## config.mk

```make
export PLATFORM = sky130hd
export DESIGN_NAME = id_stage
export DESIGN_NICKNAME = d
export VERILOG_FILES = /design/src/id_pkg.sv /design/src/id_branch_unit.sv /design/src/id_decoder.sv /design/src/id_fetch_latch.sv /design/src/id_operand_bypass.sv /design/src/id_stage.sv
export VERILOG_INCLUDE_DIRS = /design/src /design/src/src
export SDC_FILE = /design/constraint.sdc
export NUM_CORES = 2
export LEC_CHECK = 0
export BUFFER_PORTS_ARGS = -buffer_cell sky130_fd_sc_hd__buf_2
export CORE_MARGIN = 1
export CORE_UTILIZATION = 36
export CTS_BUF_LIST = sky130_fd_sc_hd__clkbuf_16
export CTS_CLUSTER_DIAMETER = 80
export DETAILED_ROUTE_END_ITERATION = 12
export GPL_TIMING_DRIVEN = 0
export PLACE_DENSITY = 0.65
export SYNTH_ARGS = -nofsm -noshare
export SYNTH_HDL_FRONTEND = slang
export SYNTH_HIERARCHICAL = 1
export SYNTH_SLANG_ARGS = --single-unit
```

## constraint.sdc

```tcl
create_clock -name clk -period 4.2 [get_ports clk]
set_clock_uncertainty 0.05 [all_clocks]
set_input_delay 0 -clock clk [delete_from_list [all_inputs] [get_ports clk]]
set_output_delay 0 -clock clk [all_outputs]
set_load 0.01 [all_outputs]
```

## src/id_consts.svh

```systemverilog
`ifndef ID_CONSTS_SVH
`define ID_CONSTS_SVH

// datapath and address width
`define ID_XLEN 32

// register file geometry
`define ID_REG_AW 5
`define ID_NUM_REGS 32

// immediate field of I-type instructions
`define ID_IMM_W 16

// jal writes its return address here
`define ID_LINK_REG 31

// sequential fetch step in bytes
`define ID_PC_STEP 4

`endif

```

## src/id_pkg.sv

```systemverilog
package id_pkg;

    // primary opcodes, SPECIAL carries the function code
    typedef enum logic [5:0] {
        OP_SPECIAL = 6'h00,
        OP_J       = 6'h02,
        OP_JAL     = 6'h03,
        OP_BEQ     = 6'h04,
        OP_BNE     = 6'h05,
        OP_ADDIU   = 6'h09,
        OP_SLTI    = 6'h0a,
        OP_SLTIU   = 6'h0b,
        OP_ANDI    = 6'h0c,
        OP_ORI     = 6'h0d,
        OP_XORI    = 6'h0e,
        OP_LUI     = 6'h0f,
        OP_LW      = 6'h23,
        OP_SW      = 6'h2b
    } opcode_t;

    // function codes under SPECIAL
    typedef enum logic [5:0] {
        FN_SLL  = 6'h00,
        FN_SRL  = 6'h02,
        FN_SRA  = 6'h03,
        FN_SLLV = 6'h04,
        FN_SRLV = 6'h06,
        FN_SRAV = 6'h07,
        FN_JR   = 6'h08,
        FN_ADDU = 6'h21,
        FN_SUBU = 6'h23,
        FN_AND  = 6'h24,
        FN_OR   = 6'h25,
        FN_XOR  = 6'h26,
        FN_NOR  = 6'h27,
        FN_SLT  = 6'h2a,
        FN_SLTU = 6'h2b
    } funct_t;

    typedef enum logic [3:0] {
        ALU_NONE, ALU_ADD, ALU_SUB, ALU_SLT, ALU_SLTU, ALU_AND, ALU_NOR,
        ALU_OR, ALU_XOR, ALU_SLL, ALU_SRL, ALU_SRA, ALU_LUI
    } alu_op_t;

    // SA is the zero-extended shift amount field
    typedef enum logic [1:0] {
        SRC1_RS, SRC1_PC, SRC1_SA
    } src1_sel_t;

    // CONST8 feeds the jal return address computation
    typedef enum logic [1:0] {
        SRC2_RT, SRC2_IMM_SEXT, SRC2_IMM_ZEXT, SRC2_CONST8
    } src2_sel_t;

    typedef enum logic [2:0] {
        BR_NONE, BR_BEQ, BR_BNE, BR_J, BR_JAL, BR_JR
    } br_kind_t;

endpackage

```

## src/id_branch_unit.sv

```systemverilog
`timescale 1ns/1ps
`include "id_consts.svh"

module id_branch_unit
    import id_pkg::*;
(
    input  logic [`ID_XLEN-1:0] id_pc,
    input  logic [`ID_XLEN-1:0] id_inst,
    input  br_kind_t            br_kind,
    input  logic [`ID_XLEN-1:0] rs_data,
    input  logic [`ID_XLEN-1:0] rt_data,
    output logic                br_taken,
    output logic [`ID_XLEN-1:0] br_target
);

    logic [`ID_XLEN-1:0]  base;
    logic [`ID_IMM_W-1:0] offset;
    logic [`ID_XLEN-1:0]  rel_target;
    logic [`ID_XLEN-1:0]  abs_target;
    logic                 rs_eq_rt;

    // targets are relative to the delay slot
    assign base       = id_pc + `ID_XLEN'(`ID_PC_STEP);
    assign offset     = id_inst[`ID_IMM_W-1:0];
    assign rel_target = base + {{(`ID_XLEN - `ID_IMM_W - 2){offset[`ID_IMM_W-1]}}, offset, 2'b00};
    assign abs_target = {base[31:28], id_inst[25:0], 2'b00};
    assign rs_eq_rt   = (rs_data == rt_data);

    always_comb begin
        case (br_kind)
            BR_BEQ:        br_taken = rs_eq_rt;
            BR_BNE:        br_taken = !rs_eq_rt;
            BR_J, BR_JAL:  br_taken = 1'b1;
            BR_JR:         br_taken = 1'b1;
            default:       br_taken = 1'b0;
        endcase
        br_target = '0;
        if (br_taken) begin
            case (br_kind)
                BR_J, BR_JAL: br_target = abs_target;
                BR_JR:        br_target = rs_data;
                default:      br_target = rel_target;
            endcase
        end
    end

endmodule

```

## src/id_decoder.sv

```systemverilog
`timescale 1ns/1ps
`include "id_consts.svh"

module id_decoder
    import id_pkg::*;
(
    input  logic                  id_valid,
    input  logic [`ID_XLEN-1:0]   id_inst,
    output alu_op_t               alu_op,
    output src1_sel_t             src1_sel,
    output src2_sel_t             src2_sel,
    output logic                  mem_en,
    output logic                  mem_we,
    output logic                  rf_we,
    output logic [`ID_REG_AW-1:0] rf_waddr,
    output logic                  sel_rf_res,
    output br_kind_t              br_kind
);

    opcode_t               opcode;
    funct_t                funct;
    logic [`ID_REG_AW-1:0] rt;
    logic [`ID_REG_AW-1:0] rd;
    // which destination field the instruction writes
    logic                  wr_rd;
    logic                  wr_rt;
    logic                  wr_link;

    assign opcode = opcode_t'(id_inst[31:26]);
    assign funct  = funct_t'(id_inst[5:0]);
    assign rt     = id_inst[20:16];
    assign rd     = id_inst[15:11];

    always_comb begin
        alu_op     = ALU_NONE;
        src1_sel   = SRC1_RS;
        src2_sel   = SRC2_RT;
        mem_en     = 1'b0;
        mem_we     = 1'b0;
        sel_rf_res = 1'b0;
        br_kind    = BR_NONE;
        wr_rd      = 1'b0;
        wr_rt      = 1'b0;
        wr_link    = 1'b0;
        if (id_valid) begin
            case (opcode)
                OP_SPECIAL: begin
                    case (funct)
                        FN_ADDU: alu_op = ALU_ADD;
                        FN_SUBU: alu_op = ALU_SUB;
                        FN_SLT:  alu_op = ALU_SLT;
                        FN_SLTU: alu_op = ALU_SLTU;
                        FN_AND:  alu_op = ALU_AND;
                        FN_OR:   alu_op = ALU_OR;
                        FN_XOR:  alu_op = ALU_XOR;
                        FN_NOR:  alu_op = ALU_NOR;
                        FN_SLLV: alu_op = ALU_SLL;
                        FN_SRLV: alu_op = ALU_SRL;
                        FN_SRAV: alu_op = ALU_SRA;
                        FN_JR:   br_kind = BR_JR;
                        default: ;
                    endcase
                    // fixed shifts take the amount from the sa field
                    case (funct)
                        FN_SLL:  alu_op = ALU_SLL;
                        FN_SRL:  alu_op = ALU_SRL;
                        FN_SRA:  alu_op = ALU_SRA;
                        default: ;
                    endcase
                    if (funct == FN_SLL || funct == FN_SRL || funct == FN_SRA) begin
                        src1_sel = SRC1_SA;
                    end
                    wr_rd = (alu_op != ALU_NONE);
                end
                OP_ADDIU, OP_SLTI, OP_SLTIU, OP_LUI, OP_LW, OP_SW: begin
                    src2_sel = SRC2_IMM_SEXT;
                    case (opcode)
                        OP_SLTI:  alu_op = ALU_SLT;
                        OP_SLTIU: alu_op = ALU_SLTU;
                        OP_LUI:   alu_op = ALU_LUI;
                        default:  alu_op = ALU_ADD;
                    endcase
                    mem_en     = (opcode == OP_LW || opcode == OP_SW);
                    mem_we     = (opcode == OP_SW);
                    sel_rf_res = (opcode == OP_LW);
                    wr_rt      = (opcode != OP_SW);
                end
                OP_ANDI, OP_ORI, OP_XORI: begin
                    src2_sel = SRC2_IMM_ZEXT;
                    case (opcode)
                        OP_ANDI: alu_op = ALU_AND;
                        OP_ORI:  alu_op = ALU_OR;
                        default: alu_op = ALU_XOR;
                    endcase
                    wr_rt = 1'b1;
                end
                OP_BEQ: br_kind = BR_BEQ;
                OP_BNE: br_kind = BR_BNE;
                OP_J:   br_kind = BR_J;
                OP_JAL: begin
                    // return address is pc + 8, past the delay slot
                    br_kind  = BR_JAL;
                    alu_op   = ALU_ADD;
                    src1_sel = SRC1_PC;
                    src2_sel = SRC2_CONST8;
                    wr_link  = 1'b1;
                end
                default: ;
            endcase
        end
    end

    assign rf_we    = wr_rd || wr_rt || wr_link;
    assign rf_waddr = wr_link ? `ID_REG_AW'(`ID_LINK_REG) :
                      wr_rt   ? rt :
                      wr_rd   ? rd : '0;

    // a store never writes the register file
    always_comb begin
        assert (!mem_we || (mem_en && !rf_we));
    end

endmodule

```

## src/id_fetch_latch.sv

```systemverilog
`timescale 1ns/1ps
`include "id_consts.svh"

module id_fetch_latch (
    input  logic                clk,
    input  logic                rst,
    input  logic [`ID_XLEN-1:0] if_pc,
    input  logic                if_valid,
    input  logic [`ID_XLEN-1:0] inst_sram_rdata,
    input  logic                stall_fetch,
    input  logic                stall_decode,
    output logic                id_valid,
    output logic [`ID_XLEN-1:0] id_pc,
    output logic [`ID_XLEN-1:0] id_inst
);

    logic                valid_q;
    logic [`ID_XLEN-1:0] pc_q;
    // set once the sram word has been parked during a full stall
    logic                hold_q;
    logic [`ID_XLEN-1:0] held_inst;

    always_ff @(posedge clk) begin
        if (rst) begin
            valid_q <= 1'b0;
            pc_q    <= '0;
            hold_q  <= 1'b0;
        end else if (!stall_fetch) begin
            valid_q <= if_valid;
            pc_q    <= if_pc;
            hold_q  <= 1'b0;
        end else if (!stall_decode) begin
            // fetch stopped but decode moves on, so push a bubble
            valid_q <= 1'b0;
            hold_q  <= 1'b0;
        end else if (!hold_q) begin
            hold_q <= 1'b1;
        end
    end

    // the sram only shows the word for one cycle, keep a copy
    always_ff @(posedge clk) begin
        if (stall_fetch && stall_decode && !hold_q) begin
            held_inst <= inst_sram_rdata;
        end
    end

    assign id_valid = valid_q;
    assign id_pc    = pc_q;
    assign id_inst  = !valid_q ? '0 : (hold_q ? held_inst : inst_sram_rdata);

    hold_needs_fetch_stall: assert property (
        @(posedge clk) disable iff (rst) !stall_fetch |=> !hold_q
    );

endmodule

```

## src/id_operand_bypass.sv

```systemverilog
`timescale 1ns/1ps
`include "id_consts.svh"

module id_operand_bypass (
    input  logic                  clk,
    input  logic                  rst,
    input  logic                  id_valid,
    input  logic [`ID_XLEN-1:0]   id_inst,
    input  logic                  ex_rf_we,
    input  logic [`ID_REG_AW-1:0] ex_rf_waddr,
    input  logic [`ID_XLEN-1:0]   ex_rf_wdata,
    input  logic                  ex_is_load,
    input  logic                  mem_rf_we,
    input  logic [`ID_REG_AW-1:0] mem_rf_waddr,
    input  logic [`ID_XLEN-1:0]   mem_rf_wdata,
    input  logic                  wb_rf_we,
    input  logic [`ID_REG_AW-1:0] wb_rf_waddr,
    input  logic [`ID_XLEN-1:0]   wb_rf_wdata,
    output logic [`ID_XLEN-1:0]   rs_data,
    output logic [`ID_XLEN-1:0]   rt_data,
    output logic                  stallreq
);

    logic [`ID_XLEN-1:0]   regs [`ID_NUM_REGS];
    logic [`ID_REG_AW-1:0] rs;
    logic [`ID_REG_AW-1:0] rt;

    assign rs = id_inst[25:21];
    assign rt = id_inst[20:16];

    // write-back port, register 0 stays zero
    always_ff @(posedge clk) begin
        if (rst) begin
            for (int i = 0; i < `ID_NUM_REGS; i++) begin
                regs[i] <= '0;
            end
        end else if (wb_rf_we && wb_rf_waddr != '0) begin
            regs[wb_rf_waddr] <= wb_rf_wdata;
        end
    end

    // youngest producer wins: execute, then memory, then write-back
    function automatic logic [`ID_XLEN-1:0] bypass(
        input logic [`ID_REG_AW-1:0] addr,
        input logic [`ID_XLEN-1:0]   file_val
    );
        logic [`ID_XLEN-1:0] val;
        val = file_val;
        if (addr != '0) begin
            if (ex_rf_we && ex_rf_waddr == addr) begin
                val = ex_rf_wdata;
            end else if (mem_rf_we && mem_rf_waddr == addr) begin
                val = mem_rf_wdata;
            end else if (wb_rf_we && wb_rf_waddr == addr) begin
                val = wb_rf_wdata;
            end
        end
        return val;
    endfunction

    always_comb begin
        rs_data = bypass(rs, regs[rs]);
        rt_data = bypass(rt, regs[rt]);
    end

    // load data is not ready until memory, so the consumer has to wait
    assign stallreq = id_valid && ex_is_load && ex_rf_we && ex_rf_waddr != '0 &&
                      (ex_rf_waddr == rs || ex_rf_waddr == rt);

    zero_reg_reads_zero: assert property (
        @(posedge clk) disable iff (rst) (rs == '0) |-> (rs_data == '0)
    );

endmodule

```

## src/id_stage.sv

```systemverilog
`timescale 1ns/1ps
`include "id_consts.svh"

module id_stage
    import id_pkg::*;
(
    input  logic                  clk,
    input  logic                  rst,
    input  logic [`ID_XLEN-1:0]   if_pc,
    input  logic                  if_valid,
    input  logic [`ID_XLEN-1:0]   inst_sram_rdata,
    input  logic                  stall_fetch,
    input  logic                  stall_decode,
    input  logic                  ex_rf_we,
    input  logic [`ID_REG_AW-1:0] ex_rf_waddr,
    input  logic [`ID_XLEN-1:0]   ex_rf_wdata,
    input  logic                  ex_is_load,
    input  logic                  mem_rf_we,
    input  logic [`ID_REG_AW-1:0] mem_rf_waddr,
    input  logic [`ID_XLEN-1:0]   mem_rf_wdata,
    input  logic                  wb_rf_we,
    input  logic [`ID_REG_AW-1:0] wb_rf_waddr,
    input  logic [`ID_XLEN-1:0]   wb_rf_wdata,
    output logic                  id_valid,
    output logic [`ID_XLEN-1:0]   id_pc,
    output logic [`ID_XLEN-1:0]   id_inst,
    output alu_op_t               alu_op,
    output src1_sel_t             src1_sel,
    output src2_sel_t             src2_sel,
    output logic                  mem_en,
    output logic                  mem_we,
    output logic                  rf_we,
    output logic [`ID_REG_AW-1:0] rf_waddr,
    output logic                  sel_rf_res,
    output logic [`ID_XLEN-1:0]   rs_data,
    output logic [`ID_XLEN-1:0]   rt_data,
    output logic                  br_taken,
    output logic [`ID_XLEN-1:0]   br_target,
    output logic                  stallreq
);

    br_kind_t br_kind;

    id_fetch_latch u_fetch_latch (
        .clk             (clk),
        .rst             (rst),
        .if_pc           (if_pc),
        .if_valid        (if_valid),
        .inst_sram_rdata (inst_sram_rdata),
        .stall_fetch     (stall_fetch),
        .stall_decode    (stall_decode),
        .id_valid        (id_valid),
        .id_pc           (id_pc),
        .id_inst         (id_inst)
    );

    id_operand_bypass u_operand_bypass (
        .clk          (clk),
        .rst          (rst),
        .id_valid     (id_valid),
        .id_inst      (id_inst),
        .ex_rf_we     (ex_rf_we),
        .ex_rf_waddr  (ex_rf_waddr),
        .ex_rf_wdata  (ex_rf_wdata),
        .ex_is_load   (ex_is_load),
        .mem_rf_we    (mem_rf_we),
        .mem_rf_waddr (mem_rf_waddr),
        .mem_rf_wdata (mem_rf_wdata),
        .wb_rf_we     (wb_rf_we),
        .wb_rf_waddr  (wb_rf_waddr),
        .wb_rf_wdata  (wb_rf_wdata),
        .rs_data      (rs_data),
        .rt_data      (rt_data),
        .stallreq     (stallreq)
    );

    id_decoder u_decoder (
        .id_valid   (id_valid),
        .id_inst    (id_inst),
        .alu_op     (alu_op),
        .src1_sel   (src1_sel),
        .src2_sel   (src2_sel),
        .mem_en     (mem_en),
        .mem_we     (mem_we),
        .rf_we      (rf_we),
        .rf_waddr   (rf_waddr),
        .sel_rf_res (sel_rf_res),
        .br_kind    (br_kind)
    );

    id_branch_unit u_branch_unit (
        .id_pc     (id_pc),
        .id_inst   (id_inst),
        .br_kind   (br_kind),
        .rs_data   (rs_data),
        .rt_data   (rt_data),
        .br_taken  (br_taken),
        .br_target (br_target)
    );

endmodule

```

== Word level (Yosys, flattened, before mapping) ==
Memory sizes are Yosys's and may differ from the RTL's.
Cells that the tools add are included.

* Logic and storage cells: 138
* Output and inout bits: 180
* Memory bits (read-only): 0
* Memories: 1
* Bits in writable memories: 1024
* Latch bits: 0
* Register bits after elaboration: 66
* Input port bits: 184

* Reduce and logical (&&, ||, !) cells: 34
* Equal/unequal tests: 41
* Add/subtract/negate cells: 2
* Muxes and demuxes: 55
* Shift operators: 0
* Order comparisons: 0
* Div/mod/pow operators: 0
* Multipliers: 0
* Bitwise logic cells: 1

{| class="wikitable"
|+ Memory list
! name !! depth !! bits a word !! read ports !! clocked after Yosys merged registers in !! wr ports !! RTL line !! text
|-
| u_operand_bypass.regs || 32 || 32 || 2 || 0 || 32 || id_operand_bypass.sv:24 || <nowiki>logic [`ID_XLEN-1:0] regs [`ID_NUM_REGS];</nowiki>
|}

{| class="wikitable"
|+ Operators with widths
! cell !! count
|-
| 2-to-1 mux 32 bit || 12
|-
| case mux 32 bit (2 select lines) || 1
|-
| == test 6 bit (second input constant) || 10
|-
| == test 6 x 4 -> 1 bit (second input constant) || 8
|-
| case mux 4 bit (11 select lines) || 1
|-
| adder 32 x 3 -> 32 bit (second input constant) || 1
|-
| adder 32 bit || 1
|-
| == test 32 bit || 1
|-
| OR reduction 32 bit || 1
|-
| == test 5 bit || 6
|-
| == test 6 x 3 -> 1 bit (second input constant) || 5
|-
| == test 6 x 2 -> 1 bit (second input constant) || 4
|-
| case mux 4 bit (3 select lines) || 2
|-
| 2-to-1 mux 1 bit || 20
|-
| 2-to-1 mux 5 bit || 4
|-
| nonzero test 5 bit || 4
|-
| case mux 4 bit (4 select lines) || 1
|-
| case mux 3 bit (5 select lines) || 1
|-
| logical AND 1 bit || 13
|-
| zero test 6 bit || 2
|-
| 2-to-1 mux 4 bit || 3
|-
| case mux 4 bit (2 select lines) || 1
|-
| == test 3 x 2 -> 1 bit (second input constant) || 2
|-
| == test 3 bit (second input constant) || 2
|-
| other kinds (16) || 27
|}

== Logic depth before layout (Yosys ltp) ==
* Depth after elaboration: 13
* Mapped depth: 24
* Gate-level depth less buffers: 16

== Hierarchy ==
Netlist, hierarchy kept.

{| class="wikitable"
|+ By module, submodules not included
! module !! instances !! cells an instance !! area each (sq um) !! sequential area each (sq um)
|-
| id_operand_bypass || 1 || 4271 || 56633.1 || 30749.5
|-
| id_branch_unit || 1 || 505 || 3409.5 || 0.0
|-
| id_fetch_latch || 1 || 215 || 2791.4 || 1641.6
|-
| id_decoder || 1 || 96 || 606.8 || 0.0
|}

== Worst setup path before layout ==
OpenSTA, ideal clock, no wires.

* Path type: register -> output
* Start point: register u_fetch_latch.valid_q (netlist: u_fetch_latch/id_valid)
* End point: output br_target[31]
* Path slack: -0.389 ns
* Data arrival time: 4.539 ns
* Path buffers: 3
* Data required time: 4.150 ns
* Cell stages (with the launch flop): 17
* Cell sequence: dfxtp_1 > clkbuf_1 > nor2b_1 > buf_4 > clkbuf_1 > mux4_2 > mux4_2 > o221a_1 > o32a_1 > xnor2_1 > nand4_1 > nor4_1 > nand2_1 > mux2i_1 > a311o_1 > a221o_1 > nor3_2

* Word-level cells in the longest chain between the ends: 11
* Elaborated cells between the ends (all ways): 46
* Classes of those cells: add/sub (1); eq/ne (17); mux (15); reduce/logical (12); memory (1)

{| class="wikitable"
|+ RTL lines
! element !! RTL line !! text
|-
| from (decl) || id_fetch_latch.sv:17 || <nowiki>logic valid_q;</nowiki>
|-
| from (signal assigned) || id_fetch_latch.sv:29 || <nowiki>valid_q <= if_valid;</nowiki>
|-
| 2-to-1 mux 32 bit * || id_fetch_latch.sv:50 || <nowiki>assign id_inst = !valid_q ? '0 : (hold_q ? held_inst : inst_sram_rdata);</nowiki>
|-
| net id_inst[23] || id_stage.sv:26 || <nowiki>output logic [`ID_XLEN-1:0] id_inst,</nowiki>
|-
| branches (longest 5 deep; another with memory (32 x 32 bit)) || - ||
|-
| 2-to-1 mux 32 bit * || id_operand_bypass.sv:49 || <nowiki>if (addr != '0) begin</nowiki>
|-
| net rs_data[30] || id_stage.sv:35 || <nowiki>output logic [`ID_XLEN-1:0] rs_data,</nowiki>
|-
| == test 32 bit * || id_branch_unit.sv:27 || <nowiki>assign rs_eq_rt = (rs_data == rt_data);</nowiki>
|-
| zero test 1 bit || id_branch_unit.sv:32 || <nowiki>BR_BNE: br_taken = !rs_eq_rt;</nowiki>
|-
| case mux 1 bit (3 select lines) * || id_branch_unit.sv:30 || <nowiki>case (br_kind)</nowiki>
|-
| 2-to-1 mux 32 bit * || id_branch_unit.sv:38 || <nowiki>if (br_taken) begin</nowiki>
|-
| to (decl) || id_stage.sv:38 || <nowiki>output logic [`ID_XLEN-1:0] br_target,</nowiki>
|}

Mark *: on every way through the listed nets, which the timed path passes.

== Final worst setup path ==
* Start point: register u_fetch_latch.valid_q (netlist: u_fetch_latch/id_valid)
* End point: output br_target[30]

* Word-level cells in the longest chain between the ends: 11
* Elaborated cells between the ends (all ways): 46
* Classes of those cells: add/sub (1); eq/ne (17); mux (15); reduce/logical (12); memory (1)

{| class="wikitable"
|+ RTL lines
! element !! RTL line
|-
| branches (longest 10 deep; another with memory (32 x 32 bit)) || -
|-
| 2-to-1 mux 32 bit * || id_branch_unit.sv:38
|}

Every way passes the cells marked *.

==> impl_metrics.yaml <==
floorplan:
  rows: 153
  ioPinCount: 364
  initial_core_util_pct: 36.4
  fp.coreArea_sq_um: 174000
  die_h_um: 422
  die_area_sq_um: 178000
  die_w_um: 422
worst_setup_path:
  cp-end-kind: "primary output"
  rrSetupSlack_ns: 2.13
  crit_chain: "clkbuf_8 > nor2b_4 > buf_4 > or3b_4 > buf_4 > buf_6 > buf_4 > o22ai_1 > a211o_1 > a31oi_2 > o32ai_4 > xnor2_4 > nand4_1 > nor4_1 > nand2_1 > mux2i_1 > o21a_1 > or3_1 > o211ai_1 > buf_4"
  startpoint_type: "flip-flop"
  r2r_cells: 4
  startpoint: "u_fetch_latch/id_valid$_SDFFE_PP0P_"
  cp-endpoint: "br_target[30]"
  required_ns: 4.15
  critPathMaxStageDelay_ns: 0.64
  cp_slowest_cell: "o211ai_1"
  rr_endpoint: "u_fetch_latch/id_pc[27]$_SDFFE_PP0N_"
  worstReg2RegStart: "u_fetch_latch/id_pc[27]$_SDFFE_PP0N_"
  critical_path_class: "reg -> out"
  cp_max_fo: 10
  cp_data_arrival_time_ns: 6.98
  worst_path_most_repeated_cell: "buf_4"
yosys:
  ys_seq_area_share_pct: 51.1
  syn_inst: 5087
  netlist_area_sq_um: 63400
  avgSynthCellArea_sq_um: 12.5
  synth_edf_count: 1056
  synth_ff_type: "edfxtp_1"
  netlist-cell-type-count: 95
  yosys.area.top_type: "edfxtp_1"
  async_flop_share_pct: 0
  synthTopCellsByArea: "edfxtp_1 (50%), mux4_2 (14%), nor3_1 (8.0%), mux2i_1 (5.7%), clkbuf_1 (2.5%)"
  ys_ff_latch: 1090
  synth_top_cell_area_share_pct: 50.0
  ys_warn_count: 6
sta:
  fin_crit_ns: 7.03
  hold_viol: 0
  setup_viol: 108
  relSlewSlack_pct: -4.49
  worstMarginPinSlew_ns: 1.57
  final.setup.tns_ns: -89.38
  slew_violations: 33
  timing.hold.ws_ns: 0.0971
  setup_ws_ns: -2.83
  fin_crit_sh_pct: 167
  max_freq_mhz: 142
  rsz0062_at_grt: "yes"
grt:
  grt_usage_pct: 39.8
  grt_pass1_wl_mm: 483
  antenna_found_initial: 35
  gr-total-overflow: 0
  grt_max_degree: 33
  first_global_vias: 56600
clock_network:
  tritoncts: "built"
  cts_made_buffers: 131
  path_clk_slew_ns: 0.06
  cts.sinks: 1090
  clk_latency_ns: 0.78
  h-tree-depth: 4
  clockBufferDepth: 3
  root_buffer: "clkbuf_16"
pwr:
  power_density_nw_per_um2: 357
  leakage_nw: 26.8
  ir_worst_vdd_mv: 0.330
  power.total_w: 0.0302
place:
  gp_congestion: 1.07
  port_buffers: 357
  dp_hpwl_mm: 276
  placedInstanceArea_sq_um: 70300
  place_inst: 7839
routing:
  vias: 59100
  wirelength_mm: 366
  viasPerCell: 6.91
  post_drt_wl_per_cell_um: 42.8
  drt_first_pass_iters: 8
  drtAntennaViolNets: 0
  drt_iter0_drc: 10100
  drcViolationCount: 0
finish:
  mostFrequentLayoutCells: "edfxtp_1 (1,056), nor3_1 (927), mux4_2 (397)"
  final_layout_size_suffix_gt1_share_pct: 33.3
  synthToLayoutAreaGrowth_pct: 33.6
  final_common_cell: "edfxtp_1"
  instances_no_fill: 8546
  nets: 6315
  final_cell_area_sq_um: 84800
worst_hold_path:
  hp-class: "in -> reg"
status:
  violations: "max-capacitance violations, max-slew violations, negative setup slack"
  outcome: "finished with violations"
run:
  drv_cap: 5
[through the flow]
step	util, %	worst slack, ns
floorplan	-	0.000455
global placement	39.6	-5.68
detailed placement	40.3	-5.30
CTS	47.5	-2.54
global route	48.6	-2.74
finish	48.6	-2.83
[cells in the mapped netlist, types with 41 or more instances]
| library cell | count |
|---|---|
| and2_1 | 69 |
| mux2i_1 | 359 |
| a21oi_1 | 117 |
| buf_2 | 119 |
| a31oi_1 | 69 |
| nor2b_1 | 47 |
| xnor2_1 | 83 |
| nand2_1 | 54 |
| nor2_1 | 224 |
| inv_1 | 58 |
| nor3_1 | 1008 |
| a22oi_1 | 65 |
| mux4_2 | 392 |
| edfxtp_1 | 1056 |
| o22ai_1 | 173 |
| o21ai_0 | 73 |
| clkbuf_1 | 430 |
| a211oi_1 | 42 |
| o211ai_1 | 41 |
[how the worst min path moves through the flow]
| stage | from | end | slack (ns) | cells after the start |
|---|---|---|---|---|
| 2_1_floorplan | inst_sram_rdata[0] | u_fetch_latch/held_inst[0]$_DFFE_PP_ | 0.05 | 0 |
| 5_1_grt | wb_rf_wdata[23] | u_operand_bypass/regs[13][23]$_SDFFCE_PN0P_ | 0.12 | 3 |
| 3_5_place_dp | inst_sram_rdata[30] | u_fetch_latch/held_inst[30]$_DFFE_PP_ | 0.15 | 1 |
| 6_report | wb_rf_wdata[23] | u_operand_bypass/regs[13][23]$_SDFFCE_PN0P_ | 0.1 | 3 |
| 4_1_cts | wb_rf_wdata[3] | u_operand_bypass/regs[13][3]$_SDFFCE_PN0P_ | 0.07 | 3 |
| 3_3_place_gp | inst_sram_rdata[25] | u_fetch_latch/held_inst[25]$_DFFE_PP_ | 0.14 | 1 |
[timing repair]
item,4_1_cts,5_1_grt
gates resized for setup,969,286
setup endpoints to repair,98,97
hold buffers,210,0
setup buffers,179,69
cloned,4,5
hold endpoints to repair,168,0
pin swaps,157,108
[flip-flops by register name (all words and copies together), names as in the netlist]
signal                   flops
u_operand_bypass/regs     1024
u_fetch_latch/held_inst     32
u_fetch_latch/id_pc         32
u_fetch_latch/hold_q         1
u_fetch_latch/id_valid       1
[critical path: cells and delay by family (launching register included)]
family | cells | cell delay, ns
buffers and inverters | 6 | 1.46
and+or+nand+nor | 6 | 1.85
DFF | 1 | 0.44
xor gates and xnor gates | 1 | 0.48
muxes | 1 | 0.18
AOI/OAI and AO/OA | 6 | 1.72
[kinds of logic (layout without fill, tap and decap cells)]
group / count (synthesis) / count (layout) / share of synthesized area, %
AOI/OAI and AO/OA: 808 / 808 / 9.03
xor gates and xnor gates: 104 / 104 / 1.44
adders and majority gates: 36 / 36 / 0.722
buffers and inverters: 677 / 1758 / 4.75
DFF: 1090 / 1090 / 51.1
muxes: 764 / 764 / 20.0
other: 1 / 54 / 0.00591
and+or+nand+nor: 1607 / 1607 / 13.0
[routing by layer]
metal | GRT usage [%] | share of wire (%)
met2 | 60.1 | 43
met4 | 27.6 | 8.7
met5 | 0 | 0.041
met3 | 17.4 | 15
met1 | 45.3 | 33
[final cells by class]
| cell class | instances | area [sq um] |
|---|---|---|
| Timing Repair Buffer | 853 | 8110 |
| Fill cell | 15300 | 89600 |
| Multi-Input combinational cell | 3351 | 32600 |
| Buffer | 609 | 4300 |
| Tap cell | 2325 | 2910 |
| Sequential cell | 1090 | 32400 |
| Antenna cell | 22 | 55.1 |
| Clock buffer | 133 | 3330 |
| Inverter | 59 | 224 |
| Clock inverter | 104 | 800 |
[power breakdown]
| group | total [W] | switching, W | internal [W] |
|---|---|---|---|
| Combinational | 0.00613 | 0.00384 | 0.00229 |
| Clock | 0.0112 | 0.00503 | 0.00615 |
| Sequential | 0.0129 | 0.000385 | 0.0125 |
| Total | 0.0302 | 0.00926 | 0.0210 |
Note: power is estimated with default switching activity, not from simulation.
